### src/logic/lsu_defs.svh
// ------------------------------------------------
// global widths and sizes of the load/store unit
// memory depth, request buffer depth and the
// exception cause codes
// ------------------------------------------------
`ifndef LSU_DEFS_SVH
`define LSU_DEFS_SVH

// data and address width
`define LSU_XLEN                64
// byte lanes per memory word
`define LSU_NUM_BYTES           8

// local data memory, 32 doublewords
`define LSU_MEM_WORDS           32
`define LSU_WORD_IDX_W          5

// request buffer entries
`define LSU_BUF_DEPTH           2

// transaction id width
`define LSU_TID_W               3

// exception causes, RISC-V mcause encoding
`define LSU_CAUSE_LD_MISALIGNED 4'd4
`define LSU_CAUSE_ST_MISALIGNED 4'd6

`endif

### src/logic/lsu_pkg.sv
// ------------------------------------------------
// load/store unit types
// operation enum, request, control and response
// structs, memory word union
// ------------------------------------------------
`include "lsu_defs.svh"

package lsu_pkg;

    // ------------------------------------------------
    // operations
    // ------------------------------------------------
    typedef enum logic [3:0] {
        LB  = 4'd0,
        LBU = 4'd1,
        LH  = 4'd2,
        LHU = 4'd3,
        LW  = 4'd4,
        LWU = 4'd5,
        LD  = 4'd6,
        SB  = 4'd7,
        SH  = 4'd8,
        SW  = 4'd9,
        SD  = 4'd10
    } lsu_op_e;

    // memory port fields
    typedef logic [`LSU_WORD_IDX_W-1:0] word_idx_t;
    typedef logic [`LSU_NUM_BYTES-1:0]  be_t;

    // ------------------------------------------------
    // request, control and response
    // ------------------------------------------------
    // issue side request, imm arrives sign-extended
    typedef struct packed {
        lsu_op_e               op;
        logic [`LSU_XLEN-1:0]  base;
        logic [`LSU_XLEN-1:0]  imm;
        logic [`LSU_XLEN-1:0]  wdata;
        logic [`LSU_TID_W-1:0] trans_id;
    } lsu_req_t;

    // request after address generation
    typedef struct packed {
        lsu_op_e               op;
        logic [`LSU_XLEN-1:0]  vaddr;
        logic [`LSU_XLEN-1:0]  wdata;
        be_t                   be;
        logic [`LSU_TID_W-1:0] trans_id;
        logic                  misaligned;
    } lsu_ctrl_t;

    // write-back response
    // result holds load data or the faulting address
    typedef struct packed {
        logic [`LSU_TID_W-1:0] trans_id;
        logic                  is_store;
        logic                  exc_valid;
        logic [3:0]            cause;
        logic [`LSU_XLEN-1:0]  result;
    } lsu_resp_t;

    // one memory word, whole or per byte lane
    typedef union packed {
        logic [`LSU_XLEN-1:0]               dword;
        logic [`LSU_NUM_BYTES-1:0][7:0]     lane;
    } mem_word_u;

endpackage

### src/logic/lsu_agu.sv
// ------------------------------------------------
// address generation unit
// virtual address, access size, byte enables and
// misalignment detection
// ------------------------------------------------
`timescale 1ns/1ps

module lsu_agu import lsu_pkg::*; (
    input  lsu_req_t  req_i,
    output lsu_ctrl_t ctrl_o
);

    // access size codes
    localparam logic [1:0] SIZE_B = 2'd0;
    localparam logic [1:0] SIZE_H = 2'd1;
    localparam logic [1:0] SIZE_W = 2'd2;
    localparam logic [1:0] SIZE_D = 2'd3;

    logic [$bits(req_i.base)-1:0] vaddr;
    logic [2:0]                   off;
    logic [1:0]                   size;
    be_t                          be;
    logic                         misaligned;

    // base plus sign-extended immediate, wraps at xlen
    assign vaddr = req_i.base + req_i.imm;
    assign off   = vaddr[2:0];

    // operation to access size
    always_comb begin
        case (req_i.op)
            LB, LBU, SB: size = SIZE_B;
            LH, LHU, SH: size = SIZE_H;
            LW, LWU, SW: size = SIZE_W;
            default:     size = SIZE_D;
        endcase
    end

    // byte enables from offset and size
    // misaligned case leaves garbage here, never used
    always_comb begin
        case (size)
            SIZE_B:  be = be_t'(8'h01) << off;
            SIZE_H:  be = be_t'(8'h03) << off;
            SIZE_W:  be = be_t'(8'h0f) << off;
            default: be = be_t'(8'hff);
        endcase
    end

    // low bits must be zero for the access size
    // byte accesses always aligned
    always_comb begin
        case (size)
            SIZE_H:  misaligned = off[0];
            SIZE_W:  misaligned = |off[1:0];
            SIZE_D:  misaligned = |off;
            default: misaligned = 1'b0;
        endcase
    end

    always_comb begin
        ctrl_o            = '0;
        ctrl_o.op         = req_i.op;
        ctrl_o.vaddr      = vaddr;
        ctrl_o.wdata      = req_i.wdata;
        ctrl_o.be         = be;
        ctrl_o.trans_id   = req_i.trans_id;
        ctrl_o.misaligned = misaligned;
    end

endmodule

### src/logic/lsu_req_buffer.sv
// ------------------------------------------------
// request buffer between issue and execute
// small circular FIFO, bypass when empty
// ------------------------------------------------
`timescale 1ns/1ps
`include "lsu_defs.svh"

module lsu_req_buffer import lsu_pkg::*; (
    input  logic      clk_i,
    input  logic      rst_ni,
    input  logic      in_valid_i,
    input  lsu_ctrl_t in_ctrl_i,
    output logic      in_ready_o,
    output logic      head_valid_o,
    output lsu_ctrl_t head_o,
    input  logic      pop_i
);

    localparam int unsigned DEPTH = `LSU_BUF_DEPTH;
    localparam int unsigned PTR_W = $clog2(DEPTH);
    localparam int unsigned CNT_W = $clog2(DEPTH + 1);

    lsu_ctrl_t        mem_q [DEPTH];
    logic [PTR_W-1:0] wr_ptr_q;
    logic [PTR_W-1:0] rd_ptr_q;
    logic [CNT_W-1:0] count_q;
    logic             empty;
    logic             push;

    assign empty      = (count_q == '0);
    assign in_ready_o = (count_q < CNT_W'(DEPTH));
    assign push       = in_valid_i && in_ready_o;

    // empty: incoming entry straight to the head
    assign head_valid_o = empty ? in_valid_i : 1'b1;
    assign head_o       = empty ? in_ctrl_i : mem_q[rd_ptr_q];

    // pointers and occupancy
    always_ff @(posedge clk_i or negedge rst_ni) begin
        if (!rst_ni) begin
            wr_ptr_q <= '0;
            rd_ptr_q <= '0;
            count_q  <= '0;
        end else begin
            if (push) begin
                wr_ptr_q <= (wr_ptr_q == PTR_W'(DEPTH - 1)) ? '0 : wr_ptr_q + 1'b1;
            end
            // bypassed entry also advances the read side
            if (pop_i) begin
                rd_ptr_q <= (rd_ptr_q == PTR_W'(DEPTH - 1)) ? '0 : rd_ptr_q + 1'b1;
            end
            // push and pop together hold the count
            if (push && !pop_i) begin
                count_q <= count_q + 1'b1;
            end else if (!push && pop_i) begin
                count_q <= count_q - 1'b1;
            end
        end
    end

    // entry storage
    always_ff @(posedge clk_i) begin
        if (push) begin
            mem_q[wr_ptr_q] <= in_ctrl_i;
        end
    end

endmodule

### src/logic/lsu_exec.sv
// ------------------------------------------------
// in-order execute controller
// memory issue, load lane extraction and
// extension, response register
// ------------------------------------------------
`timescale 1ns/1ps
`include "lsu_defs.svh"

module lsu_exec import lsu_pkg::*; (
    input  logic      clk_i,
    input  logic      rst_ni,
    input  logic      head_valid_i,
    input  lsu_ctrl_t head_i,
    output logic      pop_o,
    output logic      mem_req_o,
    output logic      mem_we_o,
    output word_idx_t mem_idx_o,
    output mem_word_u mem_wdata_o,
    output be_t       mem_be_o,
    input  mem_word_u mem_rdata_i,
    output logic      resp_valid_o,
    output lsu_resp_t resp_o,
    input  logic      resp_ready_i
);

    // load waiting for its read data
    typedef struct packed {
        lsu_op_e               op;
        logic [2:0]            off;
        logic [`LSU_TID_W-1:0] trans_id;
    } ld_info_t;

    logic                 head_store;
    logic                 resp_free;
    logic                 issue;
    logic                 issue_resp;
    logic                 ld_pend_q;
    ld_info_t             ld_info_q;
    logic                 resp_valid_q;
    lsu_resp_t            resp_q;
    lsu_resp_t            head_resp;
    lsu_resp_t            ld_resp;
    logic [`LSU_XLEN-1:0] ld_shift;
    logic [7:0]           ld_byte;
    logic [`LSU_XLEN-1:0] ld_result;

    // ------------------------------------------------
    // issue
    // ------------------------------------------------
    assign head_store = head_i.op inside {SB, SH, SW, SD};
    assign resp_free  = !resp_valid_q || resp_ready_i;
    // no issue while a load is in its data cycle
    assign issue      = head_valid_i && !ld_pend_q && resp_free;
    assign pop_o      = issue;
    // stores and misaligned ops respond right at issue
    assign issue_resp = issue && (head_store || head_i.misaligned);

    // misaligned never reaches memory
    assign mem_req_o = issue && !head_i.misaligned;
    assign mem_we_o  = head_store;
    assign mem_idx_o = head_i.vaddr[`LSU_WORD_IDX_W+2:3];
    assign mem_be_o  = head_i.be;

    // store data moved up to the addressed lanes
    always_comb begin
        mem_wdata_o.dword = head_i.wdata << {head_i.vaddr[2:0], 3'b000};
    end

    // store ack or misalignment exception
    always_comb begin
        head_resp           = '0;
        head_resp.trans_id  = head_i.trans_id;
        head_resp.is_store  = head_store;
        head_resp.exc_valid = head_i.misaligned;
        if (head_i.misaligned) begin
            head_resp.cause  = head_store ? `LSU_CAUSE_ST_MISALIGNED
                                          : `LSU_CAUSE_LD_MISALIGNED;
            // faulting address reported in the result
            head_resp.result = head_i.vaddr;
        end
    end

    // ------------------------------------------------
    // load data cycle
    // ------------------------------------------------
    assign ld_shift = mem_rdata_i.dword >> {ld_info_q.off, 3'b000};
    assign ld_byte  = mem_rdata_i.lane[ld_info_q.off];

    // sign or zero extension by operation
    always_comb begin
        case (ld_info_q.op)
            LB:      ld_result = {{(`LSU_XLEN-8){ld_byte[7]}}, ld_byte};
            LBU:     ld_result = {{(`LSU_XLEN-8){1'b0}}, ld_byte};
            LH:      ld_result = {{(`LSU_XLEN-16){ld_shift[15]}}, ld_shift[15:0]};
            LHU:     ld_result = {{(`LSU_XLEN-16){1'b0}}, ld_shift[15:0]};
            LW:      ld_result = {{(`LSU_XLEN-32){ld_shift[31]}}, ld_shift[31:0]};
            LWU:     ld_result = {{(`LSU_XLEN-32){1'b0}}, ld_shift[31:0]};
            default: ld_result = mem_rdata_i.dword;
        endcase
    end

    always_comb begin
        ld_resp          = '0;
        ld_resp.trans_id = ld_info_q.trans_id;
        ld_resp.result   = ld_result;
    end

    // ------------------------------------------------
    // state
    // ------------------------------------------------
    always_ff @(posedge clk_i or negedge rst_ni) begin
        if (!rst_ni) begin
            ld_pend_q    <= 1'b0;
            resp_valid_q <= 1'b0;
        end else begin
            ld_pend_q <= issue && !head_store && !head_i.misaligned;
            // response register is free whenever a load finishes
            if (ld_pend_q || issue_resp) begin
                resp_valid_q <= 1'b1;
            end else if (resp_ready_i) begin
                resp_valid_q <= 1'b0;
            end
        end
    end

    always_ff @(posedge clk_i) begin
        if (issue) begin
            ld_info_q.op       <= head_i.op;
            ld_info_q.off      <= head_i.vaddr[2:0];
            ld_info_q.trans_id <= head_i.trans_id;
        end
        if (ld_pend_q) begin
            resp_q <= ld_resp;
        end else if (issue_resp) begin
            resp_q <= head_resp;
        end
    end

    assign resp_valid_o = resp_valid_q;
    assign resp_o       = resp_q;

endmodule

### src/logic/lsu_sram.sv
// ------------------------------------------------
// single-port local data memory
// byte-enabled writes, one-cycle read latency
// ------------------------------------------------
`timescale 1ns/1ps
`include "lsu_defs.svh"

module lsu_sram import lsu_pkg::*; (
    input  logic      clk_i,
    input  logic      req_i,
    input  logic      we_i,
    input  word_idx_t idx_i,
    input  mem_word_u wdata_i,
    input  be_t       be_i,
    output mem_word_u rdata_o
);

    mem_word_u ram [`LSU_MEM_WORDS];
    word_idx_t raddr_q;

    // write port, lane by lane
    always_ff @(posedge clk_i) begin
        if (req_i && we_i) begin
            for (int i = 0; i < `LSU_NUM_BYTES; i++) begin
                if (be_i[i]) begin
                    ram[idx_i].lane[i] <= wdata_i.lane[i];
                end
            end
        end
    end

    // read address register
    always_ff @(posedge clk_i) begin
        if (req_i && !we_i) begin
            raddr_q <= idx_i;
        end
    end

    // data valid the cycle after the read
    assign rdata_o = ram[raddr_q];

endmodule

### src/logic/lsu_top.sv
// ------------------------------------------------
// load/store unit top level
// address generation, request buffer, execute
// controller and local data memory
// ------------------------------------------------
`timescale 1ns/1ps

module lsu_top import lsu_pkg::*; (
    input  logic      clk_i,
    input  logic      rst_ni,
    input  logic      req_valid_i,
    input  lsu_req_t  req_i,
    output logic      req_ready_o,
    output logic      resp_valid_o,
    output lsu_resp_t resp_o,
    input  logic      resp_ready_i
);

    // agu to buffer
    lsu_ctrl_t in_ctrl;

    // buffer head to execute
    logic      head_valid;
    lsu_ctrl_t head;
    logic      pop;

    // memory port
    logic      mem_req;
    logic      mem_we;
    word_idx_t mem_idx;
    mem_word_u mem_wdata;
    be_t       mem_be;
    mem_word_u mem_rdata;

    lsu_agu i_agu (
        .req_i  ( req_i   ),
        .ctrl_o ( in_ctrl )
    );

    lsu_req_buffer i_req_buffer (
        .clk_i        ( clk_i       ),
        .rst_ni       ( rst_ni      ),
        .in_valid_i   ( req_valid_i ),
        .in_ctrl_i    ( in_ctrl     ),
        .in_ready_o   ( req_ready_o ),
        .head_valid_o ( head_valid  ),
        .head_o       ( head        ),
        .pop_i        ( pop         )
    );

    lsu_exec i_exec (
        .clk_i        ( clk_i        ),
        .rst_ni       ( rst_ni       ),
        .head_valid_i ( head_valid   ),
        .head_i       ( head         ),
        .pop_o        ( pop          ),
        .mem_req_o    ( mem_req      ),
        .mem_we_o     ( mem_we       ),
        .mem_idx_o    ( mem_idx      ),
        .mem_wdata_o  ( mem_wdata    ),
        .mem_be_o     ( mem_be       ),
        .mem_rdata_i  ( mem_rdata    ),
        .resp_valid_o ( resp_valid_o ),
        .resp_o       ( resp_o       ),
        .resp_ready_i ( resp_ready_i )
    );

    lsu_sram i_sram (
        .clk_i   ( clk_i     ),
        .req_i   ( mem_req   ),
        .we_i    ( mem_we    ),
        .idx_i   ( mem_idx   ),
        .wdata_i ( mem_wdata ),
        .be_i    ( mem_be    ),
        .rdata_o ( mem_rdata )
    );

endmodule

### config.mk
export PLATFORM = sky130hd
export DESIGN_NAME = lsu_top
export DESIGN_NICKNAME = d
export VERILOG_FILES = /design/src/logic/lsu_pkg.sv /design/src/logic/lsu_agu.sv /design/src/logic/lsu_req_buffer.sv /design/src/logic/lsu_exec.sv /design/src/logic/lsu_sram.sv /design/src/logic/lsu_top.sv
export VERILOG_INCLUDE_DIRS = /design/src /design/src/logic
export SDC_FILE = /design/constraint.sdc
export NUM_CORES = 2
export LEC_CHECK = 0
export BUFFER_PORTS_ARGS = -buffer_cell sky130_fd_sc_hd__buf_2
export CAP_MARGIN = 20
export CORE_ASPECT_RATIO = 0.75
export CORE_MARGIN = 3
export CORE_UTILIZATION = 35
export CTS_BUF_LIST = sky130_fd_sc_hd__clkbuf_2
export DETAILED_ROUTE_END_ITERATION = 10
export GPL_TIMING_DRIVEN = 0
export HOLD_SLACK_MARGIN = 0.03
export PLACE_DENSITY = 0.48
export SYNTH_ARGS = -nofsm -noshare
export SYNTH_HDL_FRONTEND = slang
export SYNTH_HIERARCHICAL = 1
export SYNTH_SLANG_ARGS = --single-unit
### constraint.sdc
create_clock -name clk_i -period 8.9 [get_ports clk_i]
set_input_delay 1.78 -clock clk_i [delete_from_list [all_inputs] [get_ports clk_i]]
set_output_delay 1.78 -clock clk_i [all_outputs]
set_load 0.02 [all_outputs]
### Word level (Yosys, flattened, before mapping)

Memories as Yosys holds them, arrays and structs flattened. A register that Yosys moved wholly into a read port is not among the register bits.
Cells that the tools add are included.
Widths: inputs -> output; s select.

* bits in registers: 94
* latch bits: 0
* RAM bits: 2336
* memory bits (read-only): 32
* output and inout bits: 75
* word-level logic and storage cells: 114
* memories kept: 3

Memory list
* i_sram.ram: depth 32, bits a word 64, rd ports 1, clocked after memory_dff 1, write ports 1, RTL line lsu_sram.sv:18 `` mem_word_u ram [`LSU_MEM_WORDS]; ``
* i_req_buffer.mem_q: depth 2, bits a word 144, rd ports 1, clocked after memory_dff 0, write ports 1, RTL line lsu_req_buffer.sv:23 `lsu_ctrl_t mem_q [DEPTH];`
* (name not given): depth 16, bits a word 2, rd ports 1, clocked after memory_dff 0, write ports 0, RTL line lsu_agu.sv:31 `case (req_i.op)`

* add/sub/neg operators: 5
* multipliers: 0
* div/mod/pow operators: 0
* magnitude comparators: 2
* equal/unequal tests: 12
* shift operators: 5
* multiplexer cells: 44
* bitwise operators: 0
* reduce and logical (&&, ||, !) cells: 29

Operators with widths (number)
* $pmux 64 s6: 1
* $mux 73: 2
* $mux 144: 1
* $mux 68: 1
* $add 64x64->64: 1
* $shl 64x6->64: 1
* $shr 64x6->32: 1
* $mux 1: 31
* $bmux 8 s3: 1
* $pmux 8 s3: 1
* $eq 4x3->1 const B: 3
* $eq 4x4->1 const B: 3
* $logic_and 1x1->1: 11
* $eq 4x2->1 const B: 2
* $mux 8: 1
* $shl 1x3->8 const A: 1
* $shl 2x3->8 const A: 1
* $shl 4x3->8 const A: 1
* $logic_not 1->1: 6
* $mux 2: 3
* $reduce_bool 2->1: 3
* $mux 5: 1
* $eq 2x2->1 const B: 2
* $eq 4x1->1 const B: 1
* other kinds (13): 17

### Depth between registers and ports, before layout

* word-level depth: 10
* mapped depth: 18
* gate-level depth less buffers: 16

### Hierarchy

The synthesis kept the hierarchy.

Modules (own cells, without submodules)
* lsu_sram: times used 1, cells an instance 3345, area an instance 79099.6 um2, seq. area each 61749.2 um2
* lsu_req_buffer: times used 1, cells an instance 786, area an instance 11960.2 um2, seq. area each 8748.4 um2
* lsu_exec: times used 1, cells an instance 801, area an instance 7422.1 um2, seq. area each 2422.3 um2
* lsu_agu: times used 1, cells an instance 692, area an instance 4783.3 um2, seq. area each 0.0 um2

### Least setup slack after synthesis

No wires, ideal clock.

* path type: input to register
* start point: in req_valid_i
* end point: mem i_req_buffer/mem_q[0][0] (netlist name), enable pin
* library setup time: 0.667 ns
* arrival: 8.375 ns
* required time: 8.233 ns
* slack: -0.142 ns
* stages: 2
* path buffers: 0
* cell sequence: nor2b_1 nor2b_1

* longest elaborated chain between the ends: 3

RTL lines
* from (decl): RTL line lsu_top.sv:11 `input logic req_valid_i,`
* $logic_and 1x1->1: RTL line lsu_req_buffer.sv:32 `assign push = in_valid_i && in_ready_o;`
* $mux 1: RTL line lsu_req_buffer.sv:63 `if (push) begin`
* $mux 1 (not written as such): RTL line lsu_req_buffer.sv:64 `mem_q[wr_ptr_q] <= in_ctrl_i;`
* to (decl): RTL line lsu_req_buffer.sv:23

Every way passes these cells.

==> qor.txt <==
worst clock skew on the final layout - 0.185 ns
sum of routed wire length over all layers - 385 mm
Final GP Congestion - 0.918
status - finished clean
register bit count reported by yosys - 2432
Post-CTS Setup Bufs - 0
total of hold buffers inserted after clock tree synthesis - 68
Antenna Violating Nets Remaining - 0
data arrival time of the critical path - 7.93 ns
clock sink count - 2432
fraction of registers with async set or reset after synthesis - 0.00247
die width - 633 um
Finished Core Util - 0.408
most used cells in the layout excluding fill and tap cells - sky130_fd_sc_hd__edfxtp_1, sky130_fd_sc_hd__clkbuf_2, sky130_fd_sc_hd__mux4_2, sky130_fd_sc_hd__nor2_1, sky130_fd_sc_hd__buf_2
portion of the post-synthesis area used by sequential elements - 0.706
Netlist cell types - 92
number of violations of the max-capacitance limit - 0
final layout net count - 7021
fraction of the cycle the final worst path needs - 0.730
clock insertion delay at the later pin of the skew report - 1.83 ns
post-route total power - 48.3 mW
area added between synthesis and finish - 15.8%
Total GRT Usage - 0.251
number of fill cells - 26.8k
arithmetic-cell share of the synthesized area counting full adders, half adders and majority gates - 0.00855
Synth Area in Compound Gates - 0.0436
Pwr Density - 404 mW/mm2
Worst Tran Pin Value - 1.29 ns
CTS resizes - 0
count of standard-cell rows - 172
number of design rule violations left after detail routing - 0
maximum count of clock buffers along a single path - 4
placed cell count - 9969
via count of the first global-routing pass - 61.8k
Synth Area in XOR/XNOR - 0.00534
Iter 0 DRT Violations - 9396
sort of element at the end of the critical path - register
area of all placed cells without fillers - 0.120 mm2
boundary pin count - 278
main combinational cell family by area after synthesis - multiplexers
chip height - 476 um
first-pass GRT wire length - 516 mm
cell count after synthesis - 5624
number of failing setup endpoints in the final timing report - 0
fraction of final layout cells with drive strength greater than 1 - 0.340
tightest hold margin - 0.405 ns
P_leak - 41.3 nW
Slew headroom - 0.138
worst-path fanout max - 10
placed instance area - 0.113 mm2
Syn Std Cell Area - 0.103 mm2
data required time at the worst endpoint - 10.33 ns
Setup WS post-layout - 2.40 ns
count of placed standard cells in the final layout, fillers left out - 11.1k
maximum number of pins on one net before global-route repair - 57
Crit Path Class - reg -> reg
via density per instance - 5.72
synthesized-area fraction occupied by and/or/nand/nor cells - 0.0361
Avg Cell Area, Syn - 18.4 um2
Period minus WS final - 6.50 ns
clock-pin slew on the worst setup and hold paths - 0.11 ns
setup repair after global routing missed its margin - false
number of pins with negative max-slew slack in the final report - 0
final hold violations - 0
final global-route overflow total - 0
sort of element at the start of the critical path - register
multiplexer share of the synthesized area - 0.176
average wire per cell in the routed design - 34.8 um
worst min-delay path class - in -> reg
DR pass1 iterations - 6
clock root buffer master - sky130_fd_sc_hd__clkbuf_2
PortBufs - 208
number of buffers created by CTS - 600
maximum ir drop on the vdd rail - 0.000456 V
initial antenna violation count - 37
most used flip-flop cell after synthesis - sky130_fd_sc_hd__edfxtp_1
vias after detailed routing - 63.3k
DPL Wire Length - 279 mm
initial standard-cell utilization of the core - 0.352
Final TNS setup - 0 ns
count of flip-flops with a built-in enable after synthesis - 2418
total number of yosys warnings - 6
placement-stage worst setup slack - 1.59 ns
area of the placeable core - 0.293 mm2
CTS tree - yes
Max H-tree Level - 6
maximum frequency from static timing analysis - 154 MHz
area enclosed by the die boundary - 0.302 mm2
most common cell after layout, fill and taps aside - sky130_fd_sc_hd__edfxtp_1
## path summary, 6_finish.rpt
| path | startpoint | to | slack, ns | cells past startpoint |
|---|---|---|---|---|
| min reg2reg | i_sram/raddr_q[1] | register | 0.46 | 1 |
| max in group asynchronous | rst_ni | i_exec/resp_valid_o | 8.26 | 2 |
| max reg2reg | register | i_exec/resp_o[45] | 2.40 | 15 |
| min in group asynchronous | rst_ni | i_req_buffer/count_q[1] | 0.43 | 2 |
| min | req_i[198] | i_req_buffer/mem_q[1][143] | 0.41 | 2 |
| max | register | i_exec/resp_o[45] | 2.40 | 15 |
## metal layers
metal | up-vias | global-route usage | part of all wire
met3 | 549 | 0.0902 | 0.12
met1 | 33602 | 0.374 | 0.44
met5 | - | 0.00159 | 0.00023
li1 | 25300 | - | -
met4 | 4 | 0.0786 | 0.030
met2 | 3815 | 0.336 | 0.41
## power by group
| group | total (mW) | leakage, nW | switching, mW | internal, mW |
|---|---|---|---|---|
| logic | 24.4 | 14.6 | 16.6 | 7.74 |
| registers | 16.5 | 22.8 | 0.212 | 16.3 |
| clock network | 7.43 | 3.93 | 4.56 | 2.86 |
| total | 48.3 | 41.3 | 21.4 | 26.9 |
## cell families (layout without fill, tap and decap cells)
kind of cell,count (synthesis),after routing
compound gates,704,704
xor+xnor,63,63
fa+ha+maj,70,70
buf+inv,462,1965
flops,2432,2432
mux,1029,1029
other cells,1,19
simple gates,863,863
## synthesized netlist by cell type, drive strengths merged, types with 19 or more instances
library cell	count	area share
nand4	26	0.0016
mux2i	298	0.029
edfxtp	2418	0.70
a31oi	39	0.0024
a21o	59	0.0043
nor2	527	0.019
inv	25	0.00091
buf	285	0.018
xnor2	36	0.0031
a21oi	276	0.013
nand2b	21	0.0013
nor2b	29	0.0018
mux4	616	0.13
a22oi	37	0.0027
ha	69	0.0084
a221oi	19	0.0017
xor2	27	0.0023
o21ai	109	0.0053
clkbuf	151	0.0055
mux2	115	0.013
nand2	156	0.0057
## flip-flops by register name (all words and copies together) (netlist names), named ones only
register and flops:
i_req_buffer/count_q 2, i_exec/ld_pend_q 1, i_exec/ld_info_q 10, i_req_buffer/rd_ptr_q 1, i_exec/resp_o 70, i_req_buffer/mem_q 288
i_exec/resp_valid_o 1, i_sram/raddr_q 5, i_req_buffer/wr_ptr_q 1, i_sram/ram 2048
## worst max-delay path: stages (launching register included)
cell and delay (ns):
sky130_fd_sc_hd__dfxtp_1 0.32, sky130_fd_sc_hd__buf_2 0.26, sky130_fd_sc_hd__buf_6 0.29, sky130_fd_sc_hd__buf_4 0.42, sky130_fd_sc_hd__buf_2 0.55, sky130_fd_sc_hd__buf_2 0.75, sky130_fd_sc_hd__mux2i_1 0.32, sky130_fd_sc_hd__o2bb2ai_1 0.22
sky130_fd_sc_hd__o221ai_1 0.24, sky130_fd_sc_hd__and2_1 0.50, sky130_fd_sc_hd__mux2_2 0.48, sky130_fd_sc_hd__mux4_2 0.58, sky130_fd_sc_hd__a32oi_2 0.49, sky130_fd_sc_hd__buf_4 0.33, sky130_fd_sc_hd__buf_6 0.17, sky130_fd_sc_hd__a31oi_1 0.22
## layout make-up
class	count	area, um2	area share
flip-flops and latches	2432	72900	0.610
plain buffers	436	2450	0.0205
inverters	26	97.6	0.000816
diodes	17	42.5	0.000356
clock inverters	147	932	0.00779
repair buffers	521	5670	0.0474
multi-input cells	2731	28400	0.238
well taps	3915	4900	0.0410
clock buffers	835	4180	0.0349
No activity file was read; power rests on OpenSTA's default activity.
